`config.mk`:
```
export PLATFORM = sky130hd
export DESIGN_NAME = issue_stage_flat
export DESIGN_NICKNAME = d
export VERILOG_FILES = /design/src/isa_pkg.sv /design/src/pipe_pkg.sv /design/src/issue_lane_if.sv /design/src/issue_stage.sv /design/src/flat_wrapper.sv
export VERILOG_INCLUDE_DIRS = /design/src
export SDC_FILE = /design/constraint.sdc
export NUM_CORES = 1
export LEC_CHECK = 0
export BUFFER_PORTS_ARGS = -buffer_cell sky130_fd_sc_hd__buf_2
export CORE_AREA = 2 2 186 188
export CTS_BUF_LIST = sky130_fd_sc_hd__clkbuf_8 sky130_fd_sc_hd__clkbuf_16
export CTS_CLUSTER_SIZE = 20
export DETAILED_ROUTE_END_ITERATION = 6
export DIE_AREA = 0 0 188 190
export PLACE_DENSITY = 0.57
export SLEW_MARGIN = 20
export SYNTH_ARGS = -nofsm -noshare
export SYNTH_HDL_FRONTEND = slang
export SYNTH_SLANG_ARGS = --single-unit
```
`constraint.sdc`:
```
create_clock -name clock -period 6.1 [get_ports clock]
set_clock_uncertainty 0.15 [all_clocks]
set_input_delay 0.61 -clock clock [delete_from_list [all_inputs] [get_ports clock]]
set_output_delay 0.61 -clock clock [all_outputs]
set_load 0.005 [all_outputs]
```
`src/core_cfg.svh`:
```
`ifndef CORE_CFG_SVH
`define CORE_CFG_SVH

// Datapath width of the integer lanes.
`define XLEN 32

// Architectural register count, x0 included.
`define NUM_REGS 32

`define PAIR_QUEUE_DEPTH 4  // Also the fetch side's starting credit count.

`define OUT_CREDITS 4       // Result credits held by the sender after reset.

`endif

```
`src/isa_pkg.sv`:
```
`default_nettype none

`include "core_cfg.svh"

package isa_pkg;

  typedef logic [4:0] reg_addr_t;

  // Major opcodes of the supported integer subset.
  localparam logic [6:0] OPC_REG = 7'b0110011;
  localparam logic [6:0] OPC_IMM = 7'b0010011;

  localparam logic [2:0] F3_ADD = 3'b000;  // ADD, SUB and ADDI.
  localparam logic [2:0] F3_XOR = 3'b100;
  localparam logic [2:0] F3_OR  = 3'b110;
  localparam logic [2:0] F3_AND = 3'b111;

  localparam logic [6:0] F7_BASE = 7'b0000000;
  localparam logic [6:0] F7_SUB  = 7'b0100000;  // Selects SUB over ADD.

  typedef struct packed {
    logic [6:0] funct7;
    reg_addr_t  rs2;
    reg_addr_t  rs1;
    logic [2:0] funct3;
    reg_addr_t  rd;
    logic [6:0] opcode;
  } r_fields_t;

  typedef struct packed {
    logic [11:0] imm;
    reg_addr_t   rs1;
    logic [2:0]  funct3;
    reg_addr_t   rd;
    logic [6:0]  opcode;
  } i_fields_t;

  // One instruction word, seen as register or immediate format.
  typedef union packed {
    r_fields_t r;
    i_fields_t i;
  } instr_word_t;

  typedef enum logic [2:0] {
    ALU_ADD,
    ALU_SUB,
    ALU_AND,
    ALU_OR,
    ALU_XOR
  } alu_op_t;

  typedef struct packed {
    alu_op_t          alu_op;
    reg_addr_t        rd;
    reg_addr_t        rs1;
    reg_addr_t        rs2;
    logic             use_rs2;  // Low for the immediate forms.
    logic [`XLEN-1:0] imm;
  } decoded_t;

endpackage

`default_nettype wire

```
`src/pipe_pkg.sv`:
```
`default_nettype none

`include "core_cfg.svh"

package pipe_pkg;

  // One issued instruction with its operands already resolved.
  typedef struct packed {
    logic               valid;
    isa_pkg::alu_op_t   alu_op;
    isa_pkg::reg_addr_t rd;
    logic [`XLEN-1:0]   operand_a;
    logic [`XLEN-1:0]   operand_b;
  } lane_t;

  // A retired instruction as written back and reported.
  typedef struct packed {
    logic               valid;
    isa_pkg::reg_addr_t rd;
    logic [`XLEN-1:0]   data;
  } result_t;

endpackage

`default_nettype wire

```
`src/issue_lane_if.sv`:
```
`default_nettype none

// The two lanes leaving the issue stage.
interface issue_lane_if;

  pipe_pkg::lane_t lane0;  // Older instruction when both lanes are valid.
  pipe_pkg::lane_t lane1;

  modport issue (
    output lane0,
    output lane1
  );

  modport exec (
    input lane0,
    input lane1
  );

endinterface

`default_nettype wire

```
`src/issue_stage.sv`:
```
`default_nettype none

`include "core_cfg.svh"

module issue_stage (
  input  logic                          clock,
  input  logic                          reset,
  input  logic                          head_valid,
  input  isa_pkg::instr_word_t          head_instr0,
  input  isa_pkg::instr_word_t          head_instr1,
  output logic                          pop,
  input  logic                          credit_avail,
  output isa_pkg::reg_addr_t [3:0]      rd_addr,
  input  logic [3:0][`XLEN-1:0]         rd_data,
  input  pipe_pkg::result_t             wb0,
  input  pipe_pkg::result_t             wb1,
  issue_lane_if.issue                   lanes
);

  // ==========================================================================
  // Decode
  // ==========================================================================

  function automatic isa_pkg::decoded_t decode(isa_pkg::instr_word_t w);
    isa_pkg::decoded_t d;
    d.use_rs2 = (w.r.opcode == isa_pkg::OPC_REG);
    d.rd      = w.r.rd;
    d.rs1     = w.r.rs1;
    d.rs2     = d.use_rs2 ? w.r.rs2 : '0;
    d.imm     = {{(`XLEN - 12){w.i.imm[11]}}, w.i.imm};
    case (w.r.funct3)
      isa_pkg::F3_ADD: begin
        d.alu_op = (d.use_rs2 && w.r.funct7 == isa_pkg::F7_SUB) ? isa_pkg::ALU_SUB
                                                                : isa_pkg::ALU_ADD;
      end
      isa_pkg::F3_XOR: d.alu_op = isa_pkg::ALU_XOR;
      isa_pkg::F3_OR:  d.alu_op = isa_pkg::ALU_OR;
      default:         d.alu_op = isa_pkg::ALU_AND;
    endcase
    return d;
  endfunction

  function automatic logic reads_reg(isa_pkg::decoded_t d, isa_pkg::reg_addr_t r);
    return (r != '0) && (d.rs1 == r || (d.use_rs2 && d.rs2 == r));
  endfunction

  // Youngest write-back wins.
  function automatic logic [`XLEN-1:0] forward(isa_pkg::reg_addr_t addr,
                                               logic [`XLEN-1:0] rf_value,
                                               pipe_pkg::result_t w0,
                                               pipe_pkg::result_t w1);
    logic [`XLEN-1:0] value;
    value = rf_value;
    if (w0.valid && w0.rd == addr && addr != '0)
      value = w0.data;
    if (w1.valid && w1.rd == addr && addr != '0)
      value = w1.data;
    return value;
  endfunction

  function automatic pipe_pkg::lane_t build_lane(isa_pkg::decoded_t d,
                                                 logic [`XLEN-1:0] a_value,
                                                 logic [`XLEN-1:0] b_value);
    pipe_pkg::lane_t l;
    l.valid     = 1'b0;
    l.alu_op    = d.alu_op;
    l.rd        = d.rd;
    l.operand_a = a_value;
    l.operand_b = d.use_rs2 ? b_value : d.imm;
    return l;
  endfunction

  isa_pkg::decoded_t dec0, dec1, slot_a;
  pipe_pkg::lane_t   lane0_q, lane1_q, lane0_d, lane1_d;
  logic              half_done;  // Slot 0 of the head pair already went out.
  logic              conflict, raw_hold, go;

  assign dec0   = decode(head_instr0);
  assign dec1   = decode(head_instr1);
  assign slot_a = half_done ? dec1 : dec0;

  // ==========================================================================
  // Hazards
  // ==========================================================================

  function automatic logic in_flight(isa_pkg::decoded_t d, pipe_pkg::lane_t l0,
                                     pipe_pkg::lane_t l1);
    return (l0.valid && reads_reg(d, l0.rd)) || (l1.valid && reads_reg(d, l1.rd));
  endfunction

  assign conflict = (dec0.rd != '0) && (reads_reg(dec1, dec0.rd) || dec1.rd == dec0.rd);

  // A source still in the lanes has no value yet. Wait one cycle and take it from wb.
  assign raw_hold = half_done ? in_flight(dec1, lane0_q, lane1_q)
                              : (in_flight(dec0, lane0_q, lane1_q) ||
                                 (!conflict && in_flight(dec1, lane0_q, lane1_q)));

  assign go  = head_valid && credit_avail && !raw_hold;
  assign pop = go && (half_done || !conflict);

  // ==========================================================================
  // Operands and lane registers
  // ==========================================================================

  assign rd_addr[0] = slot_a.rs1;
  assign rd_addr[1] = slot_a.rs2;
  assign rd_addr[2] = dec1.rs1;
  assign rd_addr[3] = dec1.rs2;

  always_comb begin
    lane0_d = build_lane(slot_a, forward(rd_addr[0], rd_data[0], wb0, wb1),
                         forward(rd_addr[1], rd_data[1], wb0, wb1));
    lane1_d = build_lane(dec1, forward(rd_addr[2], rd_data[2], wb0, wb1),
                         forward(rd_addr[3], rd_data[3], wb0, wb1));
    lane0_d.valid = go;
    lane1_d.valid = go && !half_done && !conflict;
  end

  always_ff @(posedge clock) begin
    if (reset == 1'b0) begin
      half_done     <= 1'b0;
      lane0_q.valid <= 1'b0;
      lane1_q.valid <= 1'b0;
    end else begin
      if (go) begin
        half_done <= !half_done && conflict;
      end
      lane0_q <= lane0_d;
      lane1_q <= lane1_d;
    end
  end

  assign lanes.lane0 = lane0_q;
  assign lanes.lane1 = lane1_q;

endmodule

`default_nettype wire

```
`src/flat_wrapper.sv`:
```
// flat-port wrapper written by rule: the top's interface ports become plain ports
module issue_stage_flat 
  (clock, reset, head_valid, head_instr0, head_instr1, pop, credit_avail, rd_addr, rd_data, wb0, wb1, lanes_lane0, lanes_lane1);
  issue_lane_if lanes_i ();
  input  logic clock;
  input  logic reset;
  input  logic head_valid;
  input  isa_pkg::instr_word_t head_instr0;
  input  isa_pkg::instr_word_t head_instr1;
  output logic pop;
  input  logic credit_avail;
  output isa_pkg::reg_addr_t [3:0] rd_addr;
  input  logic [3:0][`XLEN-1:0] rd_data;
  input  pipe_pkg::result_t wb0;
  input  pipe_pkg::result_t wb1;
  output wire logic [$bits(lanes_i.lane0)-1:0] lanes_lane0;
  output wire logic [$bits(lanes_i.lane1)-1:0] lanes_lane1;
  assign lanes_lane0 = lanes_i.lane0;
  assign lanes_lane1 = lanes_i.lane1;
  issue_stage u_core (.clock(clock), .reset(reset), .head_valid(head_valid), .head_instr0(head_instr0), .head_instr1(head_instr1), .pop(pop), .credit_avail(credit_avail), .rd_addr(rd_addr), .rd_data(rd_data), .wb0(wb0), .wb1(wb1), .lanes(lanes_i));
endmodule
```
* Word level (Yosys, flattened, before mapping)
Index checks and enable logic that the tools add are counted.
Widths: inputs -> output; s select.
** Storage, ports and cells
- Flip-flop bits (word level) :: 147
- Input port bits :: 272
- Output and inout bits :: 167
- Logic and storage cells :: 118
** Cells by class
- Eq/ne operators :: 27
- Mux-type cells :: 18
- Reductions and logical operators :: 62
** Operators with widths (number)
- $mux 32 :: 10
- $eq 5x5->1 :: 19
- $mux 51 :: 1
- $logic_and 1x1->1 :: 40
- $reduce_bool 5->1 :: 7
- $eq 7x6->1 const B :: 4
- $pmux 3 s3 :: 2
- $eq 3x3->1 const B :: 4
- $logic_or 1x1->1 :: 10
- $mux 5 :: 2
- $logic_not 3->1 :: 2
- $logic_not 1->1 :: 3
- $mux 1 :: 3

* Longest topological paths before layout
Gate-level depths: netlist of the first run.
- Depth in word-level cells :: 16
- Depth in mapped cells :: 9
- Depth with buffers taken out :: 7

* Least setup slack after synthesis of the first run
Ideal clock, no wire load.
- Path type :: in2reg
- Start :: input port head_instr1[1] (netlist bit)
- End :: register u_core.lane0_q (netlist bit u_core.lanes.lane0[12]) (data pin)
- Library setup time :: 0.282 ns
- Arrival time :: 2.554 ns
- Required time :: 5.668 ns
- Slack :: 3.115 ns
- Stages :: 9
- Buffers on the path :: 2
- Path through :: and3b_1 > and4_1 > or2_1 > buf_6 > or3_4 > a2111o_1 > clkbuf_1 > nor2_1 > o31ai_2
** RTL lines
- start, declared :: line flat_wrapper.sv:9 : input isa_pkg::instr_word_t head_instr1;
- end signal, assigned :: line issue_stage.sv:128 : lane0_q <= lane0_d;
- end, declared :: line issue_stage.sv:74 : pipe_pkg::lane_t lane0_q, lane1_q, lane0_d, lane1_d;

* Worst setup path in the final report of the first run
- Start :: input port head_instr1[3] (netlist bit)
- End :: output port pop
** On the way
- Cells in the longest elaborated chain, start to end :: 15
- Elaborated cells between the ends (all ways) :: 27
- Classes of those cells :: 4 x eq/ne; 2 x mux; 21 x reduce/logical
** Ends and longest elaborated chain
- $eq 7x6->1 * :: line issue_stage.sv:26 : d.use_rs2 = (w.r.opcode == isa_pkg::OPC_REG);
- $mux 5 :: line issue_stage.sv:29 : d.rs2 = d.use_rs2 ? w.r.rs2 : '0;
- $eq 5x5->1 :: line issue_stage.sv:44 : return (r != '0) && (d.rs1 == r || (d.use_rs2 && d.rs2 == r));
- $logic_and 1x1->1 :: line issue_stage.sv:44
- $logic_or 1x1->1 :: line issue_stage.sv:44
- $logic_and 1x1->1 :: line issue_stage.sv:44
- $logic_or 1x1->1 :: line issue_stage.sv:91 : assign conflict = (dec0.rd != '0) && (reads_reg(dec1, dec0.rd) || dec1.rd == dec0.rd);
- $logic_and 1x1->1 :: line issue_stage.sv:91
- $logic_not 1->1 :: line issue_stage.sv:96, issue_stage.sv:99
- $logic_and 1x1->1 :: line issue_stage.sv:96 : (!conflict && in_flight(dec1, lane0_q, lane1_q)));
- $logic_or 1x1->1 :: line issue_stage.sv:95 : : (in_flight(dec0, lane0_q, lane1_q) ||
- $mux 1 :: line issue_stage.sv:94 : assign raw_hold = half_done ? in_flight(dec1, lane0_q, lane1_q)
- $logic_not 1->1 :: line issue_stage.sv:98 : assign go = head_valid && credit_avail && !raw_hold;
- $logic_and 1x1->1 :: line issue_stage.sv:98
- $logic_and 1x1->1 * :: line issue_stage.sv:99 : assign pop = go && (half_done || !conflict);
- end, declared :: line flat_wrapper.sv:10 : output logic pop;
Every way passes the cells marked *; elsewhere a longest branch is shown, timed or not.

==> out/qor.csv, run 1 <==
metric;value;unit
syn-cell-area;10000;um^2
min_to;u_core.lanes.lane1[68];
area_delta_synth_final;31.2;%
max_freq;0.237;GHz
rsz0062_at_grt;false;
path_buf_inv;2;
grt_max_degree;90;
clock-sinks;147;
drive_above_1_share;43.2;%
grt-ovfl-total;0;
stdcell_area;13100;um^2
startpoint_type;input pin;
synth_top_family_by_area;multiplexers;
worst_slew_margin_rel;26.0;%
cts_max_level;4;
r2r-end;u_core.lanes.lane0[7];
dr_wl_met2;20100;um
critPathArrivalTime;3.46;ns
synth_cell_types;52;
syn_inst;956;
layout_commonest_cell;buf_2;
max_stage_delay;0.83;ns
initial_utilization;29.5;%
cts_root_buf;clkbuf_16;
postRouteAntennaNets;0;
groute.usage.overall;22.9;%
cts_resized;0;
power.leakage;5.37;nW
post-route-drc-count;0;
drt-pass1-iter-count;5;
gp_congestion;0.938;
rr_startpoint;u_core.half_done;
ys_seq_area_share;43.8;%
drv_slew;0;
synth_fp_nets;1228;
fillCellCount;3412;
final_util;38.7;%
dp.cells;1769;
num_io_pins;439;
post-cts-setup-buffers;0;
ys_warn_count;0;
synth-async-reset-ratio;0;%
dieArea;35700;um^2
crit_family;simple AND/OR/NAND/NOR gates;
min_period_over_period;69.2;%
hold_depth;1;
cts_max_path_buffers;2;
placed_area;12500;um^2
worstMarginPinSlew;1.11;ns
fp.dieH;190;um
antenna_found_initial;10;
total_power;2.90;mW
final_cell_mix;buf_2 (437), edfxtp_1 (144), mux2i_1 (121);
clk-insertion-delay-late;0.45;ns
vias;9343;
num-nets-final;1605;
crit_chain;buf_2, nor4bb_4, nand2_1, nor4_1, nor3_1, nor3_1, o221ai_1, nor2_1, buf_2;
drv_cap;0;
die_w;188;um
r2r_setup_slack;2.06;ns
run_status;completed;
post_drt_wl_per_cell;23.1;um
min_period;4.22;ns
finalHoldViolCount;0;
power.density;221;nW/um^2
crit_path_end_kind;output pin;
drtIter0Drc;596;
viasPerCell;5.16;
synth_xor_area_share;7.35;%
std_cell_rows;68;
dp_slack;1.66;ns
crit_slowest_cell;nand2_1;
setup_ws;1.88;ns
holdBufCountCts;0;
required;5.34;ns
wl_met3;3000;um
hold_ws;0.227;ns
cts_tree;built;
grt_pass1_wl;60200;um
syn_avg_cell_area;10.5;um^2
synth_seq_cells;147;
path_clk_slew;0.07;ns
setup_tns;0;ns
synthSimpleGateAreaFrac;11.4;%
synthMuxAreaShare;16.6;%
setup_violations;0;
first_global_vias;9088;
fin_cells;1811;
synth_edf_count;144;
synthFlopType;edfxtp_1;
numPortBuffers;438;
rr_worst_depth;8;
yosys.area_share.adder;0;%
path_max_fanout;26;
min_from;head_instr1[11];
worst-setup-path-type;in -> out;
ir_drop;199;uV
hp-class;in -> reg;
wirelength;41900;um
synth-compound-area-share;15.3;%
wl_met1;17300;um
cts_buffers;17;
core;33900;um^2
highest_layer;met5;
place.detailed.hpwl;31700;um
worst max path at each step:
stage,start,endpoint,cells past startpoint
5_1_grt,head_instr1[3],pop,9
2_1_floorplan,head_instr1[1],u_core.lanes.lane0[12],9
4_1_cts,head_instr1[3],pop,9
3_5_place_dp,head_instr1[3],u_core.lanes.lane0[2],9
6_report,head_instr1[3],pop,9
3_3_place_gp,head_instr1[3],u_core.lanes.lane0[9],9
sequential cells by signal, summed over array words and instances (netlist names):
register            flops
u_core.lanes.lane0     73
u_core.lanes.lane1     73
u_core.half_done        1
cells in the mapped netlist (4+ instances only):
| master | count | area [um^2] |
|---|---|---|
| o21ai_0 | 80 | 400 |
| nor4_1 | 13 | 81.3 |
| buf_2 | 14 | 70.1 |
| mux2i_1 | 121 | 1210 |
| xor2_1 | 34 | 298 |
| mux2_2 | 40 | 450 |
| nand3_1 | 19 | 95.1 |
| nor3_1 | 16 | 80.1 |
| a21oi_1 | 53 | 265 |
| nor2_1 | 67 | 251 |
| inv_1 | 28 | 105 |
| clkbuf_1 | 63 | 236 |
| buf_4 | 11 | 82.6 |
| and2_1 | 5 | 31.3 |
| and3_1 | 6 | 37.5 |
| nand4_1 | 12 | 75.1 |
| a211oi_2 | 20 | 250 |
| a41oi_1 | 21 | 184 |
| edfxtp_1 | 144 | 4320 |
| o31ai_2 | 20 | 250 |
| or4_1 | 4 | 30.0 |
| buf_6 | 4 | 45.0 |
| nand2_1 | 68 | 255 |
| xnor2_1 | 50 | 438 |
layer usage:
layer	vias to the layer above	global-route usage (%)
met4	2	9.75
met3	79	5.35
li1	4296	-
met1	4488	28.3
met2	478	38.2
met5	-	0
final cells by class:
class	instances	area [um^2]	share of cell area, %
Clock buffer	17	425	3.24
Timing Repair Buffer	452	2300	17.5
Clock inverter	15	204	1.55
Multi-Input combinational cell	687	5110	38.9
Tap cell	455	569	4.33
Inverter	28	105	0.800
Antenna cell	10	25.0	0.191
Sequential cell	147	4390	33.4
power breakdown:
part	internal [mW]	switching, mW
registers	1.20	0.0340
logic	0.218	0.281
clock network	0.690	0.481
total	2.11	0.796
cells by family (layout without fill, tap and decap cells):
group / count (synthesis) / count (layout)
buffers and inverters: 122 / 512
flip-flops: 147 / 147
XOR/XNOR: 84 / 84
multiplexers: 161 / 161
AO/OA/AOI/OAI: 214 / 214
other: 0 / 10
AND/OR/NAND/NOR: 228 / 228
Note: power is estimated with default switching activity, not from simulation.
==> run 2, diff against run 1 <==
- PLACE_DENSITY: 0.57 -> 0.59
- clock period: 6.1 -> 3.55 ns (I/O delays scaled with it)
==> run 2 against run 1 <==
  * Total power is 65% higher
  * Sequential power is 72% higher
  * Register-to-register slack worse by 1.7 ns
  * Critical path type is now reg -> reg
  * Via count is 0.52% higher
  * Flip-flop and latch count stayed put
  * Setup slack worse by 1.5 ns
  * Critical path depth is 1 lower
  * Largest cell class unchanged
  * Die area stayed put
  * Count of clock-buffer cells in the layout stayed put
  * Utilization is 0.32 points higher
  * Largest power group unchanged
  * Wire length is 1.4% lower
  * Non-clock buffer count is 12 higher
==> out/qor.csv, run 2 (synthesis results as in run 1) <==
metric;value;unit
run_status;completed;
ir_drop;311;uV
die_w;188;um
cts_tree;built;
hold_ws;0.0204;ns
path_max_fanout;21;
worstMarginPinSlew;0.914;ns
clock-sinks;147;
drtIter0Drc;596;
finalHoldViolCount;0;
initial_utilization;29.5;%
vias;9392;
wirelength;41300;um
cts_resized;0;
fp.dieH;190;um
worst_slew_margin_rel;38.8;%
first_global_vias;9343;
layout_commonest_cell;buf_2;
setup_tns;0;ns
setup_ws;0.403;ns
startpoint;u_core.half_done;
cts_max_level;4;
path_depth;8;
power.density;361;nW/um^2
viasPerCell;5.16;
post_drt_wl_per_cell;22.7;um
drv_slew;0;
crit_slowest_cell;nor4bb_4;
area_delta_synth_final;32.3;%
rr_startpoint;u_core.half_done;
cts_root_buf;clkbuf_16;
clk-insertion-delay-late;0.42;ns
grt-ovfl-total;0;
drv_cap;0;
crit_path_end_kind;flop;
crit_chain;nor4bb_4, nand2_1, o22a_1, or3_4, a2111oi_4, buf_4, a211oi_2, o31ai_2;
core;33900;um^2
cts_buffers;17;
groute.usage.overall;22.5;%
worst-setup-path-type;reg -> reg;
drive_above_1_share;43.3;%
rr_worst_depth;8;
rsz0062_at_grt;false;
dp_slack;0.311;ns
holdBufCountCts;4;
cts_max_path_buffers;2;
setup_violations;0;
num-nets-final;1617;
dieArea;35700;um^2
min_period;3.15;ns
min_period_over_period;88.7;%
drt-pass1-iter-count;5;
post-cts-setup-buffers;0;
numPortBuffers;438;
placed_area;12600;um^2
path_clk_slew;0.06;ns
hp-class;in -> reg;
path_buf_inv;1;
postRouteAntennaNets;0;
max_freq;0.318;GHz
stdcell_area;13200;um^2
antenna_found_initial;9;
required;3.64;ns
gp_congestion;0.901;
critPathArrivalTime;3.24;ns
max_stage_delay;0.48;ns
std_cell_rows;68;
cp-endpoint;u_core.lanes.lane0[17];
final_cell_mix;buf_2 (437), edfxtp_1 (144), mux2i_1 (121);
r2r_setup_slack;0.40;ns
crit_family;simple AND/OR/NAND/NOR gates;
grt_pass1_wl;59700;um
num_io_pins;439;
post-route-drc-count;0;
place.detailed.hpwl;30900;um
power.leakage;5.42;nW
grt_max_degree;73;
fillCellCount;3416;
r2r-end;u_core.lanes.lane0[17];
startpoint_type;flop;
==> run 2: report_power, final <==
group / internal (mW) / leakage, nW / switching, mW / total [mW]
sequential: 2.06 / 1.43 / 0.0596 / 2.12
clock: 1.03 / 0.277 / 0.764 / 1.79
combinational: 0.384 / 3.71 / 0.480 / 0.865
total: 3.47 / 5.42 / 1.30 / 4.78
==> run 2: worst min-delay path by stage <==
stage,start,end,slack (ns),cells after the start
6_report,head_instr1[7],u_core.lanes.lane1[64],0.02,1
3_5_place_dp,head_instr1[10],u_core.lanes.lane1[67],0.43,1
3_3_place_gp,head_instr1[9],u_core.lanes.lane1[66],0.43,1
4_1_cts,head_instr1[7],u_core.lanes.lane1[64],0.001,1
5_1_grt,head_instr1[7],u_core.lanes.lane1[64],0.005,1
2_1_floorplan,head_instr1[7],u_core.lanes.lane1[64],0.30,0
==> run 2: metrics by stage <==
stage / utilization (%) / power (mW) / std cells
6_report: 39.0 / 4.78 / 1819
5_1_grt: 39.0 / 4.95 / 1819
4_1_cts: 39.0 / 4.82 / 1812
3_5_place_dp: 37.2 / 3.02 / 1777
3_3_place_gp: 37.2 / 3.00 / 1777
2_1_floorplan: - / 2.49 / 956
==> run 2: final cells by class <==
cell class,instances,area (um^2),share of cell area [%]
well taps,455,569,4.30
diodes,7,17.5,0.132
clock buffers,17,425,3.21
clock inverters,14,144,1.09
repair buffers,464,2480,18.7
multi-input cells,687,5110,38.6
flip-flops and latches,147,4390,33.1
inverters,28,105,0.794
==> run 2: metal layers <==
metal	track usage, %	vias up	routed length [um]	part of all wire [%]
li1	-	4313	-	-
met1	27.8	4490	16500	40
met2	38.6	502	20400	49
met3	4.13	83	2960	7.2
met4	9.42	4	1420	3.4
met5	0	-	17	0.041
==> run 2: worst reg2reg max path: cells and delay by family, from the launching register on <==
| family | cells | cell delay, ns |
|---|---|---|
| AND/OR/NAND/NOR | 3 | 1.00 |
| AO/OA/AOI/OAI | 4 | 0.98 |
| flip-flops | 1 | 0.42 |
| buffers and inverters | 1 | 0.42 |
==> run 3, diff against run 2 <==
- CTS_BUF_LIST: sky130_fd_sc_hd__clkbuf_8 sky130_fd_sc_hd__clkbuf_16 -> sky130_fd_sc_hd__clkbuf_8
- PLACE_DENSITY: 0.59 -> 0.57
- clock period: 3.55 -> 3.8 ns (I/O delays scaled with it)
==> run 3 against run 2 <==
  * Sequential share of layout area rose by 0.25 points
  * Wire length is 2.4% higher
  * First-iteration DRC count increased by 14%
  * Global-route usage rose by 0.40 points
  * Combinational power is 5.5% lower
  * Critical path type is now in -> out
==> out/qor.csv, run 3 (synthesis results as in run 1) <==
metric;value;unit
drv_cap;0;
dp.cells;1777;
post_drt_wl_per_cell;23.2;um
rsz0062_at_grt;false;
crit_chain;buf_2, nor4bb_4, nand2_1, nor4_1, nor3_1, nor3_1, o221ai_1, nor2_1, buf_2;
stdcell_area;13100;um^2
worstMarginPinSlew;0.711;ns
fin_cells;1821;
fp.dieH;190;um
finalHoldViolCount;0;
max_freq;0.300;GHz
gp_congestion;0.917;
antenna_found_initial;8;
hold_ws;0.0657;ns
wirelength;42300;um
crit_family;simple AND/OR/NAND/NOR gates;
run_status;completed;
worst-setup-path-type;in -> out;
min_period;3.33;ns
first_global_vias;9172;
dp_slack;0.266;ns
clock-sinks;147;
cts_buffers;17;
path_max_fanout;13;
setup_tns;0;ns
ir_drop;204;uV
post-route-drc-count;0;
core;33900;um^2
cts_max_level;4;
numPortBuffers;438;
critPathArrivalTime;2.80;ns
postRouteAntennaNets;0;
setup_ws;0.472;ns
fillCellCount;3449;
dieArea;35700;um^2
drive_above_1_share;43.3;%
cts_tree;built;
path_clk_slew;0.09;ns
clk-insertion-delay-late;0.47;ns
cts_root_buf;clkbuf_8;
place.detailed.hpwl;31600;um
startpoint_type;input pin;
area_delta_synth_final;31.3;%
crit_slowest_cell;nor4bb_4;
hp-class;in -> reg;
layout_commonest_cell;buf_2;
min_period_over_period;87.6;%
final_cell_mix;buf_2 (437), edfxtp_1 (144), mux2i_1 (121);
grt-ovfl-total;0;
num-nets-final;1618;
setup_violations;0;
drt-pass1-iter-count;5;
post-cts-setup-buffers;0;
std_cell_rows;68;
required;3.27;ns
initial_utilization;29.5;%
die_w;188;um
holdBufCountCts;5;
power.density;328;nW/um^2
drtIter0Drc;681;
path_buf_inv;2;
num_io_pins;439;
groute.usage.overall;22.9;%
max_stage_delay;0.64;ns
cts_resized;0;
drv_slew;0;
vias;9472;
cts_max_path_buffers;2;
worst_slew_margin_rel;52.6;%
viasPerCell;5.20;
power.leakage;5.39;nW
placed_area;12600;um^2
grt_max_degree;66;
crit_path_end_kind;output pin;
grt_pass1_wl;60200;um
-- run 3: cell types whose count changed in the layout (fill, tap and decap cells not counted), moves of 3 or more --
cell,change
clkbuf_16,-17
clkbuf_8,+17
bufinv_16,+4
clkinv_4,-3
-- run 3: cell type report --
class | count | area [um^2] | area share [%]
antenna | 7 | 17.5 | 0.133
clock buffer | 17 | 234 | 1.78
clock inverter | 15 | 239 | 1.82
inverter | 28 | 105 | 0.800
multi-input combinational | 687 | 5110 | 38.9
sequential | 147 | 4390 | 33.4
tap | 455 | 569 | 4.33
timing repair buffer | 465 | 2480 | 18.8
-- run 3: per-layer routing --
metal  GRT usage, %  vias to the layer above  wire, um
met5              0                        -         0
met4           10.9                        0      1720
met3           4.72                       81      3090
met2           38.5                      531     20400
met1           28.1                     4541     17000
li1               -                     4319         -
-- run 3: path summary, 6_finish.rpt --
| kind | start | end | slack (ns) | depth (start not counted) |
|---|---|---|---|---|
| worst max-delay path | head_instr1[3] | pop | 0.47 | 9 |
| worst min-delay path | head_instr1[12] | u_core.lanes.lane1[70] | 0.07 | 3 |
| worst max register to register | u_core.half_done | u_core.lanes.lane0[25] | 0.58 | 8 |
| worst min register to register | u_core.lanes.lane0[72] | u_core.half_done | 0.68 | 4 |
-- run 3: report_power, final --
group	internal [mW]	leakage, nW	switching, mW
clock	0.844	0.239	0.669
sequential	1.92	1.43	0.0523
combinational	0.359	3.72	0.458
total	3.13	5.39	1.18
-- run 3: tightest hold or removal path, delay by kind of cell --
kind / cells / cell delay [ns]
and+or+nand+nor: 1 / 0.06
buffers and inverters: 2 / 0.14
-- run 3: stage by stage --
stage / total power, mW / utilization (%)
floorplan: 2.33 / -
global placement: 2.81 / 37.1
detailed placement: 2.83 / 37.1
CTS: 4.35 / 38.7
global route: 4.47 / 38.7
finish: 4.31 / 38.7
